$ cat config.mk
export PLATFORM = sky130hd
export DESIGN_NAME = mp_mem_2r2w_top
export DESIGN_NICKNAME = d
export VERILOG_FILES = /design/src/source/mp_mem_pkg.sv /design/src/source/mp_mem_bank.sv /design/src/source/mp_mem_map_table.sv /design/src/source/mp_mem_write_steer.sv /design/src/source/mp_mem_read_path.sv /design/src/source/mp_mem_2r2w_top.sv
export SDC_FILE = /design/constraint.sdc
export NUM_CORES = 2
export LEC_CHECK = 0
export BUFFER_PORTS_ARGS = -buffer_cell sky130_fd_sc_hd__clkbuf_2
export CELL_PAD_IN_SITES_DETAIL_PLACEMENT = 1
export CELL_PAD_IN_SITES_GLOBAL_PLACEMENT = 1
export CORE_MARGIN = 4
export CORE_UTILIZATION = 36
export CTS_CLUSTER_DIAMETER = 80
export DETAILED_ROUTE_END_ITERATION = 16
export PLACE_DENSITY_LB_ADDON = 0.1
export SLEW_MARGIN = 15
export SYNTH_ARGS = -nofsm -noshare
export SYNTH_HDL_FRONTEND = slang
export SYNTH_SLANG_ARGS = --single-unit
export TNS_END_PERCENT = 1
$ cat constraint.sdc
create_clock -name clk -period 8.1 [get_ports clk]
set_input_delay 1.62 -clock clk [delete_from_list [all_inputs] [get_ports clk]]
set_output_delay 1.62 -clock clk [all_outputs]
set_load 0.05 [all_outputs]
$ cat src/source/mp_mem_pkg.sv
`default_nettype none

package mp_mem_pkg;

  // memory geometry
  localparam int WIDTH   = 32;
  localparam int NUMVBNK = 4;
  localparam int NUMPBNK = NUMVBNK + 1;
  localparam int BITVBNK = 2;
  localparam int BITPBNK = 3;
  localparam int NUMVROW = 16;
  localparam int BITVROW = 4;
  // low address bits pick the virtual bank, high bits pick the row
  localparam int BITADDR = BITVBNK + BITVROW;

  typedef logic [WIDTH-1:0]   data_t;
  typedef logic [BITADDR-1:0] addr_t;
  typedef logic [BITVBNK-1:0] vbnk_t;
  typedef logic [BITPBNK-1:0] pbnk_t;
  typedef logic [BITVROW-1:0] row_t;

  typedef struct packed {
    logic  write;
    addr_t adr;
    data_t din;
  } wr_cmd_t;

  typedef struct packed {
    logic  read;
    addr_t adr;
  } rd_cmd_t;

  typedef struct packed {
    logic  write;
    row_t  row;
    data_t din;
  } bank_wr_t;

  // moves one virtual bank of a row to a new physical bank
  typedef struct packed {
    logic  en;
    row_t  row;
    vbnk_t vbnk;
    pbnk_t new_pbnk;
    pbnk_t new_free;
  } map_upd_t;

  typedef enum logic {
    INIT_CLEAR,
    INIT_DONE
  } init_state_t;

endpackage

`default_nettype wire

$ cat src/source/mp_mem_bank.sv
`timescale 1ns/1ps
`default_nettype none

module mp_mem_bank (
  input  wire                        clk,
  input  wire  [1:0]                 rd_en,
  input  wire  mp_mem_pkg::row_t [1:0] rd_row,
  output mp_mem_pkg::data_t [1:0]    rd_data,
  input  wire  mp_mem_pkg::bank_wr_t wr
);

  mp_mem_pkg::data_t mem [mp_mem_pkg::NUMVROW];

  // single write port
  always_ff @(posedge clk) begin
    if (wr.write) begin
      mem[wr.row] <= wr.din;
    end
  end

  // two registered read ports that miss a same-cycle write
  always_ff @(posedge clk) begin
    for (int k = 0; k < 2; k++) begin
      if (rd_en[k]) begin
        rd_data[k] <= mem[rd_row[k]];
      end
    end
  end

  for (genvar k = 0; k < 2; k++) begin : g_row_chk
    a_rd_row_known: assert property (
      @(posedge clk) rd_en[k] |-> !$isunknown(rd_row[k])
    ) else $error("bank read port %0d row is unknown", k);
  end

endmodule

`default_nettype wire

$ cat src/source/mp_mem_map_table.sv
`timescale 1ns/1ps
`default_nettype none

module mp_mem_map_table (
  input  wire                          clk,
  input  wire                          rst_n,
  input  wire  mp_mem_pkg::row_t [1:0] wr_row,
  input  wire  mp_mem_pkg::row_t [1:0] rd_row,
  output mp_mem_pkg::pbnk_t [1:0][mp_mem_pkg::NUMVBNK-1:0] wr_map,
  output mp_mem_pkg::pbnk_t [1:0] wr_free,
  output mp_mem_pkg::pbnk_t [1:0][mp_mem_pkg::NUMVBNK-1:0] rd_map,
  input  wire  mp_mem_pkg::map_upd_t [1:0] upd,
  output logic                         ready
);

  mp_mem_pkg::pbnk_t [mp_mem_pkg::NUMVBNK-1:0] map_q [mp_mem_pkg::NUMVROW];
  mp_mem_pkg::pbnk_t                           free_q [mp_mem_pkg::NUMVROW];

  mp_mem_pkg::init_state_t state_q;
  mp_mem_pkg::row_t        init_row_q;
  logic                    map_ok;

  // init sequencer, one row per cycle
  always_ff @(posedge clk or negedge rst_n) begin
    if (!rst_n) begin
      state_q    <= mp_mem_pkg::INIT_CLEAR;
      init_row_q <= '0;
    end else if (state_q == mp_mem_pkg::INIT_CLEAR) begin
      init_row_q <= init_row_q + 1'b1;
      if (init_row_q == mp_mem_pkg::row_t'(mp_mem_pkg::NUMVROW - 1)) begin
        state_q <= mp_mem_pkg::INIT_DONE;
      end
    end
  end

  assign ready = (state_q == mp_mem_pkg::INIT_DONE);

  // map storage, filled by the sequencer and then by steering updates
  always_ff @(posedge clk) begin
    if (state_q == mp_mem_pkg::INIT_CLEAR) begin
      for (int v = 0; v < mp_mem_pkg::NUMVBNK; v++) begin
        map_q[init_row_q][v] <= mp_mem_pkg::pbnk_t'(v);
      end
      // spare slot sits past the last virtual bank
      free_q[init_row_q] <= mp_mem_pkg::pbnk_t'(mp_mem_pkg::NUMVBNK);
    end else begin
      // update 1 is applied last so it wins on overlap
      for (int i = 0; i < 2; i++) begin
        if (upd[i].en) begin
          map_q[upd[i].row][upd[i].vbnk] <= upd[i].new_pbnk;
          free_q[upd[i].row]             <= upd[i].new_free;
        end
      end
    end
  end

  // combinational lookups for each port
  always_comb begin
    for (int k = 0; k < 2; k++) begin
      wr_map[k]  = map_q[wr_row[k]];
      wr_free[k] = free_q[wr_row[k]];
      rd_map[k]  = map_q[rd_row[k]];
    end
  end

  // free slot of every row must stay apart from its mapped banks
  always_comb begin
    map_ok = 1'b1;
    for (int r = 0; r < mp_mem_pkg::NUMVROW; r++) begin
      for (int v = 0; v < mp_mem_pkg::NUMVBNK; v++) begin
        if (free_q[r] == map_q[r][v]) begin
          map_ok = 1'b0;
        end
      end
    end
  end

  a_upd_after_ready: assert property (
    @(posedge clk) disable iff (!rst_n) (upd[0].en || upd[1].en) |-> ready
  ) else $error("map update before init done");

  a_free_unique: assert property (
    @(posedge clk) disable iff (!rst_n) ready |-> map_ok
  ) else $error("free bank collides with a mapped bank");

endmodule

`default_nettype wire

$ cat src/source/mp_mem_write_steer.sv
`timescale 1ns/1ps
`default_nettype none

module mp_mem_write_steer (
  input  wire                              ready,
  input  wire  mp_mem_pkg::wr_cmd_t [1:0]  wr,
  input  wire  mp_mem_pkg::pbnk_t [1:0][mp_mem_pkg::NUMVBNK-1:0] wr_map,
  input  wire  mp_mem_pkg::pbnk_t [1:0]    wr_free,
  output mp_mem_pkg::row_t [1:0]           wr_row,
  output mp_mem_pkg::bank_wr_t [mp_mem_pkg::NUMPBNK-1:0] bank_wr,
  output mp_mem_pkg::map_upd_t [1:0]       upd
);

  logic [1:0]               vld;
  logic [1:0]               move;
  logic                     conflict;
  mp_mem_pkg::vbnk_t [1:0]  wr_vbnk;
  mp_mem_pkg::pbnk_t [1:0]  cur_pbnk;
  mp_mem_pkg::pbnk_t [1:0]  dst_pbnk;

  always_comb begin
    for (int k = 0; k < 2; k++) begin
      wr_row[k]   = wr[k].adr[mp_mem_pkg::BITADDR-1:mp_mem_pkg::BITVBNK];
      wr_vbnk[k]  = wr[k].adr[mp_mem_pkg::BITVBNK-1:0];
      cur_pbnk[k] = wr_map[k][wr_vbnk[k]];
    end
  end

  // wr1 overrides wr0 on the same address
  assign vld[1] = ready & wr[1].write;
  assign vld[0] = ready & wr[0].write & ~(wr[1].write && (wr[0].adr == wr[1].adr));

  // same physical bank means different rows, so wr1 can take its row's spare
  assign conflict = vld[0] & vld[1] & (cur_pbnk[0] == cur_pbnk[1]);

  // wr0 keeps its bank, only wr1 ever relocates
  assign move = {conflict, 1'b0};

  always_comb begin
    for (int k = 0; k < 2; k++) begin
      dst_pbnk[k] = move[k] ? wr_free[k] : cur_pbnk[k];
    end
  end

  always_comb begin
    for (int p = 0; p < mp_mem_pkg::NUMPBNK; p++) begin
      bank_wr[p] = '0;
      for (int k = 0; k < 2; k++) begin
        if (vld[k] && (dst_pbnk[k] == mp_mem_pkg::pbnk_t'(p))) begin
          bank_wr[p].write = 1'b1;
          bank_wr[p].row   = wr_row[k];
          bank_wr[p].din   = wr[k].din;
        end
      end
    end
  end

  // relocated bank becomes the row's new spare
  always_comb begin
    for (int k = 0; k < 2; k++) begin
      upd[k].en       = move[k];
      upd[k].row      = wr_row[k];
      upd[k].vbnk     = wr_vbnk[k];
      upd[k].new_pbnk = wr_free[k];
      upd[k].new_free = cur_pbnk[k];
    end
  end

  // relies on the map keeping each row's spare apart from its used banks
  always_comb begin
    a_one_wr_per_bank: assert final (!(vld[0] && vld[1]) || (dst_pbnk[0] != dst_pbnk[1]))
      else $error("two writes steered to bank %0d", dst_pbnk[0]);
  end

endmodule

`default_nettype wire

$ cat src/source/mp_mem_read_path.sv
`timescale 1ns/1ps
`default_nettype none

module mp_mem_read_path (
  input  wire                             clk,
  input  wire                             rst_n,
  input  wire                             ready,
  input  wire  mp_mem_pkg::rd_cmd_t [1:0] rd,
  input  wire  mp_mem_pkg::pbnk_t [1:0][mp_mem_pkg::NUMVBNK-1:0] rd_map,
  output mp_mem_pkg::row_t [1:0]          rd_row,
  output logic [mp_mem_pkg::NUMPBNK-1:0][1:0] bank_rd_en,
  output mp_mem_pkg::row_t [1:0]          bank_rd_row,
  input  wire  mp_mem_pkg::data_t [mp_mem_pkg::NUMPBNK-1:0][1:0] bank_rd_data,
  output logic [1:0]                      rd_vld,
  output mp_mem_pkg::data_t [1:0]         rd_dout
);

  logic [1:0]               vld;
  logic [1:0]               vld_q;
  mp_mem_pkg::vbnk_t [1:0]  rd_vbnk;
  mp_mem_pkg::pbnk_t [1:0]  rd_pbnk;
  mp_mem_pkg::pbnk_t [1:0]  pbnk_q;

  always_comb begin
    for (int k = 0; k < 2; k++) begin
      vld[k]     = ready & rd[k].read;
      rd_row[k]  = rd[k].adr[mp_mem_pkg::BITADDR-1:mp_mem_pkg::BITVBNK];
      rd_vbnk[k] = rd[k].adr[mp_mem_pkg::BITVBNK-1:0];
      rd_pbnk[k] = rd_map[k][rd_vbnk[k]];
    end
  end

  // every bank sees both rows, only the mapped one is enabled
  assign bank_rd_row = rd_row;

  always_comb begin
    for (int p = 0; p < mp_mem_pkg::NUMPBNK; p++) begin
      for (int k = 0; k < 2; k++) begin
        bank_rd_en[p][k] = vld[k] && (rd_pbnk[k] == mp_mem_pkg::pbnk_t'(p));
      end
    end
  end

  // remember which bank answers port k next cycle
  always_ff @(posedge clk or negedge rst_n) begin
    if (!rst_n) begin
      vld_q  <= '0;
      pbnk_q <= '0;
    end else begin
      vld_q  <= vld;
      pbnk_q <= rd_pbnk;
    end
  end

  assign rd_vld = vld_q;

  always_comb begin
    for (int k = 0; k < 2; k++) begin
      rd_dout[k] = bank_rd_data[pbnk_q[k]][k];
    end
  end

endmodule

`default_nettype wire

$ cat src/source/mp_mem_2r2w_top.sv
`timescale 1ns/1ps
`default_nettype none

module mp_mem_2r2w_top (
  input  wire                        clk,
  input  wire                        rst_n,
  input  wire  mp_mem_pkg::wr_cmd_t  wr0,
  input  wire  mp_mem_pkg::wr_cmd_t  wr1,
  input  wire  mp_mem_pkg::rd_cmd_t  rd0,
  input  wire  mp_mem_pkg::rd_cmd_t  rd1,
  output logic [1:0]                 rd_vld,
  output mp_mem_pkg::data_t [1:0]    rd_dout,
  output logic                       ready
);

  mp_mem_pkg::wr_cmd_t [1:0]  wr;
  mp_mem_pkg::rd_cmd_t [1:0]  rd;
  mp_mem_pkg::row_t [1:0]     wr_row;
  mp_mem_pkg::row_t [1:0]     rd_row;
  mp_mem_pkg::pbnk_t [1:0][mp_mem_pkg::NUMVBNK-1:0] wr_map;
  mp_mem_pkg::pbnk_t [1:0][mp_mem_pkg::NUMVBNK-1:0] rd_map;
  mp_mem_pkg::pbnk_t [1:0]    wr_free;
  mp_mem_pkg::map_upd_t [1:0] upd;
  mp_mem_pkg::bank_wr_t [mp_mem_pkg::NUMPBNK-1:0] bank_wr;
  logic [mp_mem_pkg::NUMPBNK-1:0][1:0]            bank_rd_en;
  mp_mem_pkg::row_t [1:0]                         bank_rd_row;
  mp_mem_pkg::data_t [mp_mem_pkg::NUMPBNK-1:0][1:0] bank_rd_data;

  assign wr = {wr1, wr0};
  assign rd = {rd1, rd0};

  mp_mem_map_table mp_mem_map_table_i (
    .clk     (clk),
    .rst_n   (rst_n),
    .wr_row  (wr_row),
    .rd_row  (rd_row),
    .wr_map  (wr_map),
    .wr_free (wr_free),
    .rd_map  (rd_map),
    .upd     (upd),
    .ready   (ready)
  );

  mp_mem_write_steer mp_mem_write_steer_i (
    .ready   (ready),
    .wr      (wr),
    .wr_map  (wr_map),
    .wr_free (wr_free),
    .wr_row  (wr_row),
    .bank_wr (bank_wr),
    .upd     (upd)
  );

  mp_mem_read_path mp_mem_read_path_i (
    .clk          (clk),
    .rst_n        (rst_n),
    .ready        (ready),
    .rd           (rd),
    .rd_map       (rd_map),
    .rd_row       (rd_row),
    .bank_rd_en   (bank_rd_en),
    .bank_rd_row  (bank_rd_row),
    .bank_rd_data (bank_rd_data),
    .rd_vld       (rd_vld),
    .rd_dout      (rd_dout)
  );

  // NUMVBNK data banks plus one spare
  for (genvar p = 0; p < mp_mem_pkg::NUMPBNK; p++) begin : g_bank
    mp_mem_bank mp_mem_bank_i (
      .clk     (clk),
      .rd_en   (bank_rd_en[p]),
      .rd_row  (bank_rd_row),
      .rd_data (bank_rd_data[p]),
      .wr      (bank_wr[p])
    );
  end

endmodule

`default_nettype wire

==> results.cfg <==
[layout]
synthToLayoutAreaGrowth_pct = 14.8
fill_cells = 37361
register_area_mm2 = 0.0940
multiInputGateArea_mm2 = 0.0505
drive_gt1_frac = 0.392
fin_nets = 7241
final_cells = 12927

[sta]
min_period_ns = 6.15
period_share = 0.759
timing.fmax_ghz = 0.163
clock_skew_ns = 0.0479
rsz0062_at_grt = false
max_slew_margin = 0.131
fin_tns_setup_ns = 0
worst_slew_pin_slew_ns = 1.27
setup_viol = 0
timing_hold_violations_final = 0
final_max_slew_viol_count = 0

[worst_setup_path]
r2r_slack_ns = 3.00
reg2reg_depth = 9
cp-end-kind = flip-flop
reg2reg_to = g_bank[3].mp_mem_bank_i.mem[0][12]
crit_arrival_ns = 6.66
reg2reg_from = mp_mem_map_table_i.map_q[4][1]
worstSetupPathType = in2reg
cp_max_fo = 48
cp.required_ns = 8.62
cp-start-kind = input pin

[clock_network]
clock_latency_ns = 0.97
cts_buffer_depth = 4
numCtsBuffers = 365
clock_sinks = 3133
hold_buffers = 0
cts-root-buf = clkbuf_16
post_cts_buffers = 0
ctsResizeCount = 0
cts_tree = yes
cts_max_level = 5
cts.clk_slew.worst_paths_ns = 0.06

[hold_path]
hold-path-endpoint = mp_mem_map_table_i.init_row_q[0]
hold_depth = 1
hold_path.class = reg2reg
min_from = mp_mem_map_table_i.init_row_q[0]

[pwr]
vdd_drop_max_v = 0.000186
p_leak_nw = 52.3
power_density_mw_per_mm2 = 230

[routing]
post_drt_wl_per_cell_um = 44.8
drt-vias-per-instance = 6.31
ant_nets = 0
drt-initial-drc-count = 10257
drt-pass1-iter-count = 5
drc_errors = 0
drt-total-wl_mm = 579
vias = 81538

[synthesis]
yosys_warnings = 0
synth.cell_area_mm2 = 0.146
synth-main-ff-cell = edfxtp_1
synth-seq-cells = 3133
syn-num-nets = 6991
synth_edf_count = 3120
synthArstFlopShare = 0.00415
ys_seq_area_frac = 0.645
postSynthCellCount = 6896
ys_types = 77
avgSynthCellArea_um2 = 21.1

[die]
boundaryPins = 161
row_count = 233
start_util = 0.362
die_area_mm2 = 0.415
core_area_mm2 = 0.403
die_x_um = 644
fp.dieH_um = 644

[grt]
grt_max_degree = 117
grt_pass1_vias = 83710
antenna_found_initial = 58
grt_first_pass_wirelength_mm = 775
grt_overflow_total = 0
track_usage = 0.275

[place]
dpl.cell_count = 12179
dp_hpwl_mm = 365
io_buffers = 160
place_congestion = 0.968

[outcome]
status = finished clean

[job]
maxCapViolations = 0
==> cell type report <==
| class | instances | share of cell area |
|---|---|---|
| sequential | 3133 | 0.562 |
| multi-input combinational | 3141 | 0.302 |
| clock buffer | 452 | 0.0572 |
| tap | 5405 | 0.0404 |
| timing repair buffer | 449 | 0.0243 |
| clock inverter | 207 | 0.0114 |
| inverter | 56 | 0.00126 |
| antenna | 84 | 0.00126 |
==> cells in the mapped netlist, drive strengths merged (22+ instances only) <==
library cell	n	area share
nor3	22	0.00079
inv	56	0.0014
a22o	65	0.0039
mux2i	290	0.020
nor2b	68	0.0029
nor2	145	0.0038
o22ai	164	0.0070
a21oi	123	0.0042
buf	216	0.0075
nand3	38	0.0013
a211oi	58	0.0030
mux4	1781	0.28
edfxtp	3120	0.64
clkbuf	350	0.0090
nand2	218	0.0056
o21ai	23	0.00082
==> cell usage in the layout, fill, tap and decap left out, types with 9 or more instances in the layout <==
cell       instances
nand3_1           38
nor2b_1           65
clkbuf_16        368
mux2i_4           31
o22ai_4           35
a211oi_1          58
nand2_1          217
edfxtp_1        3120
diode_2           84
a21oi_1          122
nand2b_1           9
mux2i_2           29
mux4_2          1781
o21ai_0           16
clkbuf_1          80
o31ai_1            9
nor2_1           130
nor3_1            19
buf_4            208
inv_1             56
mux2i_1          230
clkbuf_2         148
o22ai_1          124
xnor2_1            9
clkinv_2          65
bufinv_16         28
clkinv_1          83
a22o_1            64
buf_12            81
nor2_4            10
==> flip-flops by register name, indices dropped and copies added, names as in the netlist <==
signal and count:
mp_mem_map_table_i.ready 1, mp_mem_map_table_i.init_row_q 4, mp_mem_map_table_i.map_q 192, mp_mem_read_path_i.rd_vld 2, g_bank.mp_mem_bank_i.mem 2560, mp_mem_read_path_i.pbnk_q 6
g_bank.mp_mem_bank_i.rd_data 320, mp_mem_map_table_i.free_q 48
==> metal layers <==
layer,GRT usage,vias up,share of wire
li1,-,30942,-
met1,0.369,45807,0.40
met2,0.431,3933,0.47
met3,0.0530,840,0.078
met4,0.134,16,0.054
met5,0.00509,-,0.00068
==> worst max path at each step <==
stage,to,start
floorplan,g_bank[4].mp_mem_bank_i.rd_data[0],rd0[2]
global placement,g_bank[4].mp_mem_bank_i.mem[2][19],wr0[34]
detailed placement,g_bank[4].mp_mem_bank_i.mem[10][19],wr0[34]
CTS,g_bank[4].mp_mem_bank_i.mem[7][19],wr0[34]
global route,g_bank[4].mp_mem_bank_i.mem[10][30],wr0[34]
finish,g_bank[3].mp_mem_bank_i.mem[0][12],wr0[34]
==> cell families after synthesis <==
family                     after synthesis  share of synthesized area
adders and majority gates                1                  0.0000858
and+or+nand+nor                        543                     0.0169
DFF                                   3133                      0.645
muxes                                 2077                      0.296
buffers and inverters                  622                     0.0179
AOI/OAI and AO/OA                      510                     0.0240
xor gates and xnor gates                10                   0.000601
==> report_power, final <==
part	switching (mW)	internal (mW)	leakage (nW)
registers	0.0969	18.1	29.0
clock network	6.89	9.27	5.61
logic	2.79	1.33	17.7
==> worst max-delay path, cell delays in order <==
cell,delay (ns)
buf_4,0.72
mux4_2,0.61
mux2i_1,0.31
a22oi_1,0.20
a22oi_2,0.50
o21ai_0,0.30
o2111a_2,0.30
a22oi_4,0.45
buf_4,0.87
o22ai_1,0.62
==> stage by stage <==
step           utilization  instance area (µm²)  hold WS [ns]  setup slack [ns]  total power [mW]
3_5_place_dp         0.386               155000         0.557             0.990              22.6
6_report             0.415               167000         0.565              1.95              38.4
5_1_grt              0.415               167000         0.610              1.69              39.5
4_1_cts              0.414               167000         0.566              2.01              38.7
3_3_place_gp         0.386               155000         0.539              1.15              22.6
2_1_floorplan            -               146000         0.507             0.297              20.7
Note: power is estimated with default switching activity, not from simulation.
